$ cat src/include/cpu_params.svh
`ifndef CPU_PARAMS_SVH
`define CPU_PARAMS_SVH

// Datapath word width
`define CPU_WORD_W 16

// Register number width. Number 16 selects the temp register
`define CPU_RNUM_W 5

// Register file numbers used by the control unit
`define CPU_PC_REG 5'd7
`define CPU_LR_REG 5'd5
`define CPU_CONST2_REG 5'd10

// PSW after reset with prev and cur priority at 3 and 7
`define CPU_PSW_RESET 16'h60E0

// Width of the CEX true and false counts
`define CPU_CNT_W 3

`endif
$ cat src/hw/cpu_pkg.sv
`include "cpu_params.svh"

package cpu_pkg;
	typedef enum logic [6:0]
	{
		BL = 7'd0,
		BEQ = 7'd1, BNE = 7'd2, BC = 7'd3, BNC = 7'd4, // Branches on z and c
		BN = 7'd5, BGE = 7'd6, BLT = 7'd7, BRA = 7'd8, // Branches on n and v
		ADD = 7'd9, ADDC = 7'd10, SUB = 7'd11, SUBC = 7'd12,
		DADD = 7'd13, CMP = 7'd14, XOR = 7'd15, AND = 7'd16,
		OR = 7'd17, BIT = 7'd18, BIC = 7'd19, BIS = 7'd20,
		MOV = 7'd21,
		SRA = 7'd23, RRC = 7'd24, // Single operand shifts
		SETPRI = 7'd28,
		SETCC = 7'd30, CLRCC = 7'd31,
		CEX = 7'd32,
		LD = 7'd33, ST = 7'd34
	} opcode_e;

	typedef enum logic [2:0] {FETCH1, FETCH2, FETCH3, DECODE, EXEC1, EXEC2, EXEC3} step_e;

	typedef union packed
	{
		struct packed
		{
			logic [12:0] off; // Branch offset
		} branch;
		struct packed
		{
			logic [4:0] pad;
			logic rc; // Source is a constant
			logic wb; // Byte operation
			logic [2:0] src;
			logic [2:0] dst;
		} regop;
		struct packed
		{
			logic [12-4-2*`CPU_CNT_W:0] pad;
			logic [3:0] c; // Condition code
			logic [`CPU_CNT_W-1:0] t; // Instructions run on true
			logic [`CPU_CNT_W-1:0] f; // Instructions run on false
		} cexop;
		struct packed
		{
			logic [4:0] pad;
			logic [2:0] pr; // New priority
			logic [4:0] pswb; // PSW bit mask
		} pswop;
	} operand_u;

	typedef struct packed
	{
		opcode_e op;
		operand_u opnd;
	} instr_t;

	typedef struct packed
	{
		logic [2:0] prev_pri;
		logic [3:0] rsvd;
		logic flt;
		logic [2:0] cur_pri;
		logic v;
		logic slp;
		logic n;
		logic z;
		logic c;
	} psw_t;

	typedef struct packed
	{
		logic v;
		logic n;
		logic z;
		logic c;
	} flags_t;

	typedef enum logic [1:0] {MDR, REG, IR, ALU} bus_port_e; // MDR code also selects MAR

	typedef struct packed
	{
		logic en;
		logic wb;
		bus_port_e src;
		bus_port_e dst;
	} bus_ctrl_t;

	typedef struct packed
	{
		logic ena;
		logic rw; // High for a write
		logic wb;
	} mem_ctrl_t;

	typedef struct packed
	{
		bus_ctrl_t dbus;
		bus_ctrl_t abus;
		mem_ctrl_t mem;
		logic [5:0] alu_op;
		logic psw_update;
		logic s_sel; // ALU takes the sign extended offset
		logic [`CPU_RNUM_W-1:0] dbus_dst;
		logic [`CPU_RNUM_W-1:0] dbus_src;
		logic [`CPU_RNUM_W-1:0] alu_dst;
		logic [`CPU_RNUM_W-1:0] alu_src;
		logic [`CPU_RNUM_W-1:0] addr_src;
	} ctrl_word_t;
endpackage

$ cat src/hw/cpu_control_top.sv
`include "cpu_params.svh"

module cpu_control_top
(
	input logic clock,
	input logic cpucycle_rst,
	input logic [`CPU_WORD_W-1:0] pc,
	input logic [`CPU_WORD_W-1:0] brkpnt,
	input cpu_pkg::instr_t dec,
	input logic dec_valid,
	input cpu_pkg::flags_t alu_flags,
	input logic flags_valid,
	output logic dec_ready,
	output cpu_pkg::ctrl_word_t ctrl,
	output cpu_pkg::step_e step,
	output cpu_pkg::psw_t psw,
	output logic brk_hit
);
	import cpu_pkg::*;

	instr_t instr; // Latched instruction
	logic exec_allow;
	logic last_step;
	logic cex_consume;
	logic cond_true;
	logic cex_load;
	logic psw_op_en;

	cycle_sequencer u_seq
	(
		.clock(clock),
		.cpucycle_rst(cpucycle_rst),
		.pc(pc),
		.brkpnt(brkpnt),
		.dec(dec),
		.dec_valid(dec_valid),
		.exec_allow(exec_allow),
		.last_step(last_step),
		.dec_ready(dec_ready),
		.step(step),
		.instr(instr),
		.cex_consume(cex_consume),
		.brk_hit(brk_hit)
	);

	cond_eval u_cond
	(
		.instr(instr),
		.psw(psw),
		.cond_true(cond_true)
	);

	cex_tracker u_cex
	(
		.clock(clock),
		.cpucycle_rst(cpucycle_rst),
		.cex_load(cex_load),
		.cond_true(cond_true),
		.instr(instr),
		.cex_consume(cex_consume),
		.exec_allow(exec_allow)
	);

	psw_unit u_psw
	(
		.clock(clock),
		.cpucycle_rst(cpucycle_rst),
		.alu_flags(alu_flags),
		.flags_valid(flags_valid),
		.psw_op_en(psw_op_en),
		.instr(instr),
		.psw(psw)
	);

	ctrl_word_gen u_ctrl
	(
		.step(step),
		.instr(instr),
		.cond_true(cond_true),
		.ctrl(ctrl),
		.last_step(last_step),
		.cex_load(cex_load),
		.psw_op_en(psw_op_en)
	);
endmodule

$ cat src/hw/ctrl_word_gen.sv
`include "cpu_params.svh"

module ctrl_word_gen
(
	input cpu_pkg::step_e step,
	input cpu_pkg::instr_t instr,
	input logic cond_true,
	output cpu_pkg::ctrl_word_t ctrl,
	output logic last_step,
	output logic cex_load,
	output logic psw_op_en
);
	import cpu_pkg::*;

	logic [4:0] alu_idx; // ALU function before the byte bit
	logic [`CPU_RNUM_W-1:0] src_rn;
	logic [`CPU_RNUM_W-1:0] dst_rn;
	logic wb;

	function automatic bus_ctrl_t bus_path(input logic bw, input bus_port_e from, input bus_port_e to);
		bus_ctrl_t b;
		b.en = 1'b1;
		b.wb = bw;
		b.src = from;
		b.dst = to;
		return b;
	endfunction

	assign wb = instr.opnd.regop.wb;
	assign src_rn = {2'b00, instr.opnd.regop.src};
	assign dst_rn = {2'b00, instr.opnd.regop.dst};
	assign alu_idx = ((instr.op == SRA) || (instr.op == RRC)) ? 5'(instr.op - 7'd11)
		: 5'(instr.op - 7'd9); // Shifts follow BIS in the ALU table

	always_comb
	begin
		ctrl = '0; // Idle word
		last_step = 1'b0;
		cex_load = 1'b0;
		psw_op_en = 1'b0;
		case (step)
			FETCH1:
			begin
				ctrl.abus = bus_path(1'b0, REG, MDR); // PC to MAR
				ctrl.addr_src = `CPU_PC_REG;
				ctrl.mem = '{ena: 1'b1, rw: 1'b0, wb: 1'b0}; // Word read
				ctrl.alu_dst = `CPU_PC_REG; // ALU forms PC + 2
				ctrl.alu_src = `CPU_CONST2_REG;
			end
			FETCH2:
			begin
				ctrl.alu_dst = `CPU_PC_REG; // Keep PC + 2 on the ALU
				ctrl.alu_src = `CPU_CONST2_REG;
				ctrl.dbus = bus_path(1'b0, ALU, REG);
				ctrl.dbus_dst = `CPU_PC_REG;
			end
			FETCH3: ctrl.dbus = bus_path(1'b0, MDR, IR); // Instruction word into IR
			EXEC1:
			begin
				last_step = 1'b1; // Single step unless set back below
				case (instr.op)
					ADD, ADDC, SUB, SUBC, DADD, CMP, XOR, AND, OR, BIT, BIC, BIS, SRA, RRC:
					begin
						ctrl.alu_op = {alu_idx, wb};
						ctrl.alu_dst = dst_rn;
						ctrl.alu_src = src_rn + (instr.opnd.regop.rc ? 5'd8 : 5'd0); // Constants at 8 up
						ctrl.dbus = bus_path(wb, ALU, REG);
						ctrl.dbus_dst = dst_rn;
						ctrl.psw_update = 1'b1;
					end
					MOV:
					begin
						ctrl.dbus = bus_path(wb, REG, REG);
						ctrl.dbus_src = src_rn;
						ctrl.dbus_dst = dst_rn;
					end
					BEQ, BNE, BC, BNC, BN, BGE, BLT, BRA:
					begin
						if (cond_true) // Not taken leaves the word idle
						begin
							ctrl.s_sel = 1'b1; // PC + offset
							ctrl.alu_dst = `CPU_PC_REG;
							ctrl.dbus = bus_path(1'b0, ALU, REG);
							ctrl.dbus_dst = `CPU_PC_REG;
						end
					end
					BL:
					begin
						last_step = 1'b0;
						ctrl.dbus = bus_path(1'b0, REG, REG); // Return address to LR
						ctrl.dbus_src = `CPU_PC_REG;
						ctrl.dbus_dst = `CPU_LR_REG;
						ctrl.s_sel = 1'b1; // Target sum starts now
						ctrl.alu_dst = `CPU_PC_REG;
					end
					LD:
					begin
						last_step = 1'b0;
						ctrl.abus = bus_path(1'b0, REG, MDR); // Address reg to MAR
						ctrl.addr_src = src_rn;
						ctrl.mem = '{ena: 1'b1, rw: 1'b0, wb: wb};
					end
					ST:
					begin
						last_step = 1'b0;
						ctrl.abus = bus_path(1'b0, REG, MDR);
						ctrl.addr_src = dst_rn;
					end
					CEX: cex_load = 1'b1;
					SETPRI, SETCC, CLRCC: psw_op_en = 1'b1;
					default: ctrl = '0; // Unknown opcode does nothing
				endcase
			end
			EXEC2:
			begin
				last_step = 1'b1;
				case (instr.op)
					BL:
					begin
						ctrl.s_sel = 1'b1;
						ctrl.alu_dst = `CPU_PC_REG;
						ctrl.dbus = bus_path(1'b0, ALU, REG); // Branch target into PC
						ctrl.dbus_dst = `CPU_PC_REG;
					end
					LD:
					begin
						last_step = 1'b0;
						ctrl.dbus = bus_path(wb, MDR, REG); // Read data to dst
						ctrl.dbus_dst = dst_rn;
					end
					ST:
					begin
						last_step = 1'b0;
						ctrl.dbus = bus_path(wb, REG, MDR); // Store data to MDR
						ctrl.dbus_src = src_rn;
						ctrl.mem = '{ena: 1'b1, rw: 1'b1, wb: wb};
					end
					default: ctrl = '0;
				endcase
			end
			EXEC3: last_step = 1'b1; // Memory settles
			default: ctrl = '0; // Decode stays idle
		endcase
	end
endmodule

$ cat src/hw/psw_unit.sv
`include "cpu_params.svh"

module psw_unit
(
	input logic clock,
	input logic cpucycle_rst,
	input cpu_pkg::flags_t alu_flags,
	input logic flags_valid,
	input logic psw_op_en,
	input cpu_pkg::instr_t instr,
	output cpu_pkg::psw_t psw
);
	import cpu_pkg::*;

	logic [4:0] mask; // SETCC and CLRCC bit select
	logic [2:0] new_pri;

	assign mask = instr.opnd.pswop.pswb;
	assign new_pri = instr.opnd.pswop.pr;

	always_ff @(posedge clock)
	begin
		if (cpucycle_rst)
			psw <= psw_t'(`CPU_PSW_RESET);
		else
		begin
			if (flags_valid)
			begin
				psw.v <= alu_flags.v; // Flags from the ALU result
				psw.n <= alu_flags.n;
				psw.z <= alu_flags.z;
				psw.c <= alu_flags.c;
			end
			if (psw_op_en) // Later write wins over a same cycle flag load
			begin
				case (instr.op)
					SETCC: psw[4:0] <= psw[4:0] | mask;
					CLRCC: psw[4:0] <= psw[4:0] & ~mask;
					SETPRI:
					begin
						if (new_pri < psw.cur_pri)
							psw.cur_pri <= new_pri; // Priority can only drop
					end
					default: psw <= psw;
				endcase
			end
		end
	end
endmodule

$ cat src/hw/cex_tracker.sv
`include "cpu_params.svh"

module cex_tracker
(
	input logic clock,
	input logic cpucycle_rst,
	input logic cex_load,
	input logic cond_true,
	input cpu_pkg::instr_t instr,
	input logic cex_consume,
	output logic exec_allow
);
	logic active; // CEX block in progress
	logic result; // Condition outcome at the CEX
	logic [`CPU_CNT_W-1:0] true_cnt, false_cnt;
	logic [`CPU_CNT_W-1:0] true_nxt, false_nxt; // Counts after one instruction

	assign exec_allow = !active
		|| (result && (true_cnt != '0))
		|| (!result && (true_cnt == '0) && (false_cnt != '0));

	always_comb
	begin
		true_nxt = true_cnt;
		false_nxt = false_cnt;
		if (true_cnt != '0)
			true_nxt = true_cnt - 1'b1; // True slots go first
		else if (false_cnt != '0)
			false_nxt = false_cnt - 1'b1;
	end

	always_ff @(posedge clock)
	begin
		if (cpucycle_rst)
		begin
			active <= 1'b0;
			result <= 1'b0;
			true_cnt <= '0;
			false_cnt <= '0;
		end
		else if (cex_load)
		begin
			active <= 1'b1;
			result <= cond_true;
			true_cnt <= instr.opnd.cexop.t;
			false_cnt <= instr.opnd.cexop.f;
		end
		else if (cex_consume)
		begin
			true_cnt <= true_nxt;
			false_cnt <= false_nxt;
			active <= active && ((true_nxt != '0) || (false_nxt != '0)); // Done when both run out
		end
	end
endmodule

$ cat src/hw/cond_eval.sv
module cond_eval
(
	input cpu_pkg::instr_t instr,
	input cpu_pkg::psw_t psw,
	output logic cond_true
);
	import cpu_pkg::*;

	logic [3:0] code; // Condition code under test

	always_comb
	begin
		case (instr.op)
			BEQ, BNE, BC, BNC, BN: code = 4'(instr.op - 7'd1); // EQ through MI
			BGE, BLT, BRA: code = 4'(instr.op + 7'd4); // GE through GT
			CEX: code = instr.opnd.cexop.c;
			default: code = 4'd15; // Never true
		endcase
	end

	always_comb
	begin
		case (code)
			4'd0: cond_true = psw.z; // EQ
			4'd1: cond_true = !psw.z; // NE
			4'd2: cond_true = psw.c; // CS
			4'd3: cond_true = !psw.c; // CC
			4'd4: cond_true = psw.n; // MI
			4'd5: cond_true = !psw.n; // PL
			4'd6: cond_true = psw.v; // VS
			4'd7: cond_true = !psw.v; // VC
			4'd8: cond_true = psw.c && !psw.z; // HI
			4'd9: cond_true = !psw.c || psw.z; // LS
			4'd10: cond_true = (psw.n == psw.v); // GE
			4'd11: cond_true = (psw.n != psw.v); // LT
			4'd12: cond_true = !psw.z && (psw.n == psw.v); // GT
			4'd13: cond_true = psw.z || (psw.n != psw.v); // LE
			4'd14: cond_true = 1'b1; // AL
			default: cond_true = 1'b0;
		endcase
	end
endmodule

$ cat src/hw/cycle_sequencer.sv
`include "cpu_params.svh"

module cycle_sequencer
(
	input logic clock,
	input logic cpucycle_rst,
	input logic [`CPU_WORD_W-1:0] pc,
	input logic [`CPU_WORD_W-1:0] brkpnt,
	input cpu_pkg::instr_t dec,
	input logic dec_valid,
	input logic exec_allow,
	input logic last_step,
	output logic dec_ready,
	output cpu_pkg::step_e step,
	output cpu_pkg::instr_t instr,
	output logic cex_consume,
	output logic brk_hit
);
	import cpu_pkg::*;

	step_e next_step;
	logic brk_match; // PC sits on the breakpoint
	logic handshake; // Decoded instruction taken this cycle

	assign brk_match = (pc == brkpnt);
	assign brk_hit = (step == FETCH1) && brk_match; // Only checked before a fetch
	assign dec_ready = (step == DECODE);
	assign handshake = dec_valid && dec_ready;
	assign cex_consume = handshake; // Every decoded instruction uses up one CEX slot

	always_comb
	begin
		next_step = step;
		case (step)
			FETCH1: next_step = brk_match ? FETCH1 : FETCH2; // Stall on breakpoint
			FETCH2: next_step = FETCH3;
			FETCH3: next_step = DECODE;
			DECODE:
			begin
				if (handshake)
					next_step = exec_allow ? EXEC1 : FETCH1; // Skipped under CEX
			end
			EXEC1, EXEC2: next_step = last_step ? FETCH1 : step_e'(step + 3'd1);
			default: next_step = FETCH1; // EXEC3 always ends the instruction
		endcase
	end

	always_ff @(posedge clock)
	begin
		if (cpucycle_rst)
			step <= FETCH1;
		else
			step <= next_step;
	end

	always_ff @(posedge clock)
	begin
		if (handshake)
			instr <= dec; // Held for the whole execute phase
	end
endmodule

$ cat config.mk
export PLATFORM = sky130hd
export DESIGN_NAME = cpu_control_top
export DESIGN_NICKNAME = d
export VERILOG_FILES = /design/src/hw/cpu_pkg.sv /design/src/hw/cpu_control_top.sv /design/src/hw/ctrl_word_gen.sv /design/src/hw/psw_unit.sv /design/src/hw/cex_tracker.sv /design/src/hw/cond_eval.sv /design/src/hw/cycle_sequencer.sv
export VERILOG_INCLUDE_DIRS = /design/src /design/src/include
export SDC_FILE = /design/constraint.sdc
export NUM_CORES = 1
export LEC_CHECK = 0
export ABC_CLOCK_PERIOD_IN_PS = 6600
export BUFFER_PORTS_ARGS = -buffer_cell sky130_fd_sc_hd__buf_2
export CORE_MARGIN = 3
export CORE_UTILIZATION = 54
export DETAILED_ROUTE_END_ITERATION = 8
export HOLD_SLACK_MARGIN = 0.15
export PLACE_DENSITY_LB_ADDON = 0.05
export SYNTH_ARGS = -nofsm -noshare
export SYNTH_HDL_FRONTEND = slang
export SYNTH_SLANG_ARGS = --single-unit
$ cat constraint.sdc
create_clock -name clock -period 6.6 [get_ports clock]
set_input_delay 1.32 -clock clock [delete_from_list [all_inputs] [get_ports clock]]
set_output_delay 1.32 -clock clock [all_outputs]
set_load 0.03 [all_outputs]
# Word-level counts from Yosys, hierarchy flattened
# Cells that the tools add are included.
# word_totals
word_cells,177
ff_bits,36
output_inout_bits,69
inputBits,60
# classes
addsub,8
n_reduce_logical,42
eq_ne,54
n_mux,55
magnitude_cmp,1
n_bitwise,4
# op_table
op,n
"== test 7 x 5 -> 1 bit, second input constant",11
"== test 7 x 4 -> 1 bit, second input constant",8
two-way mux 3 bit,16
case mux 6 bit (4 select lines),2
case mux 5 bit (3 select lines),3
case mux 10 bit (3 select lines),1
"== test 4 bit, second input constant",7
"== test 7 x 3 -> 1 bit, second input constant",4
case mux 9 bit (3 select lines),1
"== test 7 x 6 -> 1 bit, second input constant",3
case mux 5 bit (2 select lines),2
two-way mux 6 bit,3
case mux 3 bit (2 select lines),3
case mux 6 bit (3 select lines),1
== test 16 bit,1
"== test 4 x 3 -> 1 bit, second input constant",4
case mux 8 bit (2 select lines),1
two-way mux 5 bit,3
case mux 1 bit (15 select lines),1
case mux 3 bit (5 select lines),1
OR reduction 15 bit,1
"== test 7 x 2 -> 1 bit, second input constant",2
OR reduction 14 bit,1
case mux 4 bit (3 select lines),1
other kinds (40),83

# Longest topological paths before layout
# depth
ltp_word,8
mapped_depth,13
ltp_nobuf,10

# Hierarchy
# Synthesis repeated with hierarchy kept, for this count alone.
# unflattened
cells_unflattened,475
hier_area_um2,4010.1
# modules_own_cells
mod,seq_area_each_um2,instances,area_each_um2,cells_each
cycle_sequencer,660.6,1,1056.0,73
ctrl_word_gen,0.0,1,979.7,154
cond_eval,0.0,1,748.2,99
psw_unit,160.2,1,631.9,77
cex_tracker,160.2,1,594.3,72

# Least setup slack after synthesis
# Ideal clock, no wire load.
# synth_timing
path_type,register to output
start,"reg, netlist name u_seq.instr[13]"
end,out ctrl[45] (netlist name)
n_path_buf,1
t_required_ns,5.280
slack_ns,2.059
t_arrival_ns,3.221
stages_incl_launch_ff,12
path_cell_list,edfxtp_1 -> inv_1 -> ha_1 -> clkbuf_1 -> and3_1 -> a211oi_1 -> nand2_1 -> and2_1 -> a2111oi_0 -> o211a_1 -> nor4_1 -> o31ai_1
# synth_lines
element,line,text
to (decl),cpu_control_top.sv:14,"output cpu_pkg::ctrl_word_t ctrl,"

==> results.md <==
* Slowest-stage cell, CP: edfxtp_1
* CTS tree: done
* Dpl hpwl at around 7000 um
* Synth Area in XOR/XNOR at slightly above 6%
* Crit path cell chain: inv_1, ha_1, and4bb_4, and2_0, a32oi_1, and2_1, a2111o_1, o211a_1, nor4_4, a41oi_1, buf_2
* CP max stage delay at approximately 0.5 ns
* Routed Antenna Nets at 0
* Row Count at 28
* Final setup skew at 0.00364 ns
* Hold depth at 2
* Pwr Total at about 970 uW
* Setup crit start kind: register
* Die height at around 85 um
* Combinational group share of total power at between 50% and 60%
* FF+latch count, synth at 36
* Post-synthesis sequential area ratio at between 20% and 30%
* GRT Total Usage at about a quarter
* Largest family of logic cells by synthesized area: simple AND/OR/NAND/NOR gates
* Post-synthesis compound-gate area fraction at 22.3%
* Final Cycle Share at just under 80%
* CP endpoint kind: output pin
* CP required at ~5.3 ns
* Crit path DAT at about 3.9 ns
* Int Power at between 400 and 500 uW
* Commonest non-fill, non-tap cell in the layout: buf_2
* Die W at ~85 um
* Class of the worst hold path: reg -> reg
* Leak pwr at ~1.9 nW
* Postcts setup bufs at 0
* Clk_lat worst skew at just under 0.3 ns
* CTS Sinks at 36
* GR Overflow Total at 0
* Status: finished clean
* Worst r2r path cells at 10
* Psw at between 400 and 500 uW
* Largest net degree at the start of global routing at 21
* Synth warn at 0
* Syn avg cell area at between 7 and 8 sq um
* CORE AREA at 0.00599 sq mm
* Final count of negative-setup-slack endpoints at 0
* Mux share of post-synthesis cell area at ~1.2%
* DP Area at about 0.0038 sq mm
* Number of flops mapped to enable cells by yosys at 17
* Ys flop type: dfxtp_1
* Synthesized instance count at 446
* Die ar. at 0.00726 sq mm
* Max-slew violations at 0
* Number of global-route vias before repair at 3132
* Final hold vios at 0
* TritonCTS Buffers at 5
* Commonest cells after routing, fill and taps aside: buf_2, nor2_1, nand2_1, a21oi_1, inv_1
* DRC at 0
* Ports at around 130
* Max Fclk at between 150 and 200 MHz
* Final Instance Area at ~0.0039 sq mm
* Max_cap viols at 0
* Max transition margin at between 30% and 40%
* Starting Density at between 50 and 60%
* First-pass GRT wire length at around 15000 um
* Clock tree root driver cell: clkbuf_8
* Synth Area in Adders at under 10%
* Fraction of layout cells with a size suffix above 1 at 21.9%
* ANT cells at 0
* PostCTS Resize Cnt at 0
* Initial antenna violation count at 0
* Nets at 613
* Worst hold margin at ~0.48 ns
* Clock buffer depth at 2
* Unique masters post-synth at 62
* Area Overhead vs Synth at 15.4%
* Via count at roughly 3600
* Final wirelength at 9220 um
* Vias per cell at between 5 and 6
* Post-route setup TNS at 0 ns
* Drt pass-1 iters at 4
* Flop pwr share at approximately 28%
* Final GP Congestion at between 0.9 and 1
* Starting DRT DRC Count at approximately 290
* Hold Buf Count CTS at 0
* Place WS at about 1.7 ns
* Crit Path Category: reg -> out
* DR WL/cell at around 15 um
* Worst setup margin at approximately 1.4 ns
* RSZ-0062 raised after global routing: no
* Worst Tran Pin Value at 0.992 ns
* Simple-gate portion of the synthesized area at between 20% and 30%
* Mapped cell area at roughly 0.0034 sq mm
* Port buffer count at 104
* Post-synth ARST share at 0%
* H-tree levels at 2
* Worst-path fanout max at 9
* IR drop worst, VDD at a little over 200 uV
* Clock slew at reported path FFs at approximately 0.070 ns
* Final Critical Period at approximately 5.2 ns
* Pwr Density at 248 mW/mm^2
* Clock power frac at 15.9%
* Sw Ratio at between 40% and 50%
[path summary, 6_finish.rpt]
kind         slack (ns)                 startpoint                   endpoint
max reg2reg        3.11  u_seq.instr[15]$_DFFE_PP_  u_cex.result$_SDFFE_PP0P_
max                1.39  u_seq.instr[15]$_DFFE_PP_                   ctrl[42]
min                0.48  u_cex.active$_SDFFE_PP0P_  u_cex.active$_SDFFE_PP0P_
min reg2reg        0.48  u_cex.active$_SDFFE_PP0P_  u_cex.active$_SDFFE_PP0P_
[synth_stat cells, drive strengths merged, types with 4 or more instances]
cell	n	share of area, %
and3	6	1.1
nor3	12	1.8
a211oi	11	2.4
xor2	18	4.7
a21oi	39	5.8
buf	28	5.7
nand3	16	2.4
mux2i	4	1.2
nor4	11	2.5
o21ai	22	3.3
and2	9	1.7
nand2	43	4.8
nor2b	8	1.5
xnor2	6	1.6
dfxtp	19	11
nand2b	4	0.74
clkbuf	15	1.7
inv	24	2.7
ha	20	7.4
edfxtp	17	15
o22ai	4	0.74
nor2	48	5.3
[through the flow]
step,utilization (%),instances
4_1_cts,65.3,609
2_1_floorplan,-,465
3_3_place_gp,63.8,601
6_report,65.3,609
5_1_grt,65.3,609
3_5_place_dp,63.8,601
[sequential cells by signal, summed over array words and instances (netlist names)]
register and cells:
u_seq.instr 17, u_psw.psw 8, u_cex.false_cnt 3, u_cex.true_cnt 3
u_seq.step 3, u_cex.active 1, u_cex.result 1
[worst max-delay path, delay by kind of cell, from the launching register on]
kind / cells / cell delay [ns]
buffers and inverters: 2 / 0.34
DFF: 1 / 0.50
adders and majority gates: 1 / 0.35
AOI/OAI and AO/OA: 4 / 0.98
and+or+nand+nor: 4 / 1.44
[cells by family after synthesis]
group | after synthesis
AOI/OAI and AO/OA | 116
DFF | 36
muxes | 4
and+or+nand+nor | 177
xor gates and xnor gates | 24
other | 2
buffers and inverters | 67
adders and majority gates | 20
[routing by layer]
metal,wire length (um),global-route usage (%)
met5,0,0
met4,173,8.20
met3,930,4.95
met2,4250,40.3
met1,3870,32.5
[area by class of cell]
class,count,area [sq um]
fillers,554,2080
clock buffers,6,72.6
well taps,75,93.8
clock inverters,2,12.5
repair buffers,104,520
flip-flops and latches,36,891
multi-input cells,362,2230
inverters,24,90.1
[power groups by stage]
stage,clock network [mW],registers [mW],logic [mW]
after floorplan,0,0.277,0.408
after global placement,0,0.271,0.539
after detailed placement,0,0.271,0.545
after CTS,0.156,0.266,0.547
after global routing,0.166,0.269,0.588
final,0.154,0.267,0.549
Note: power is estimated with default switching activity, not from simulation.
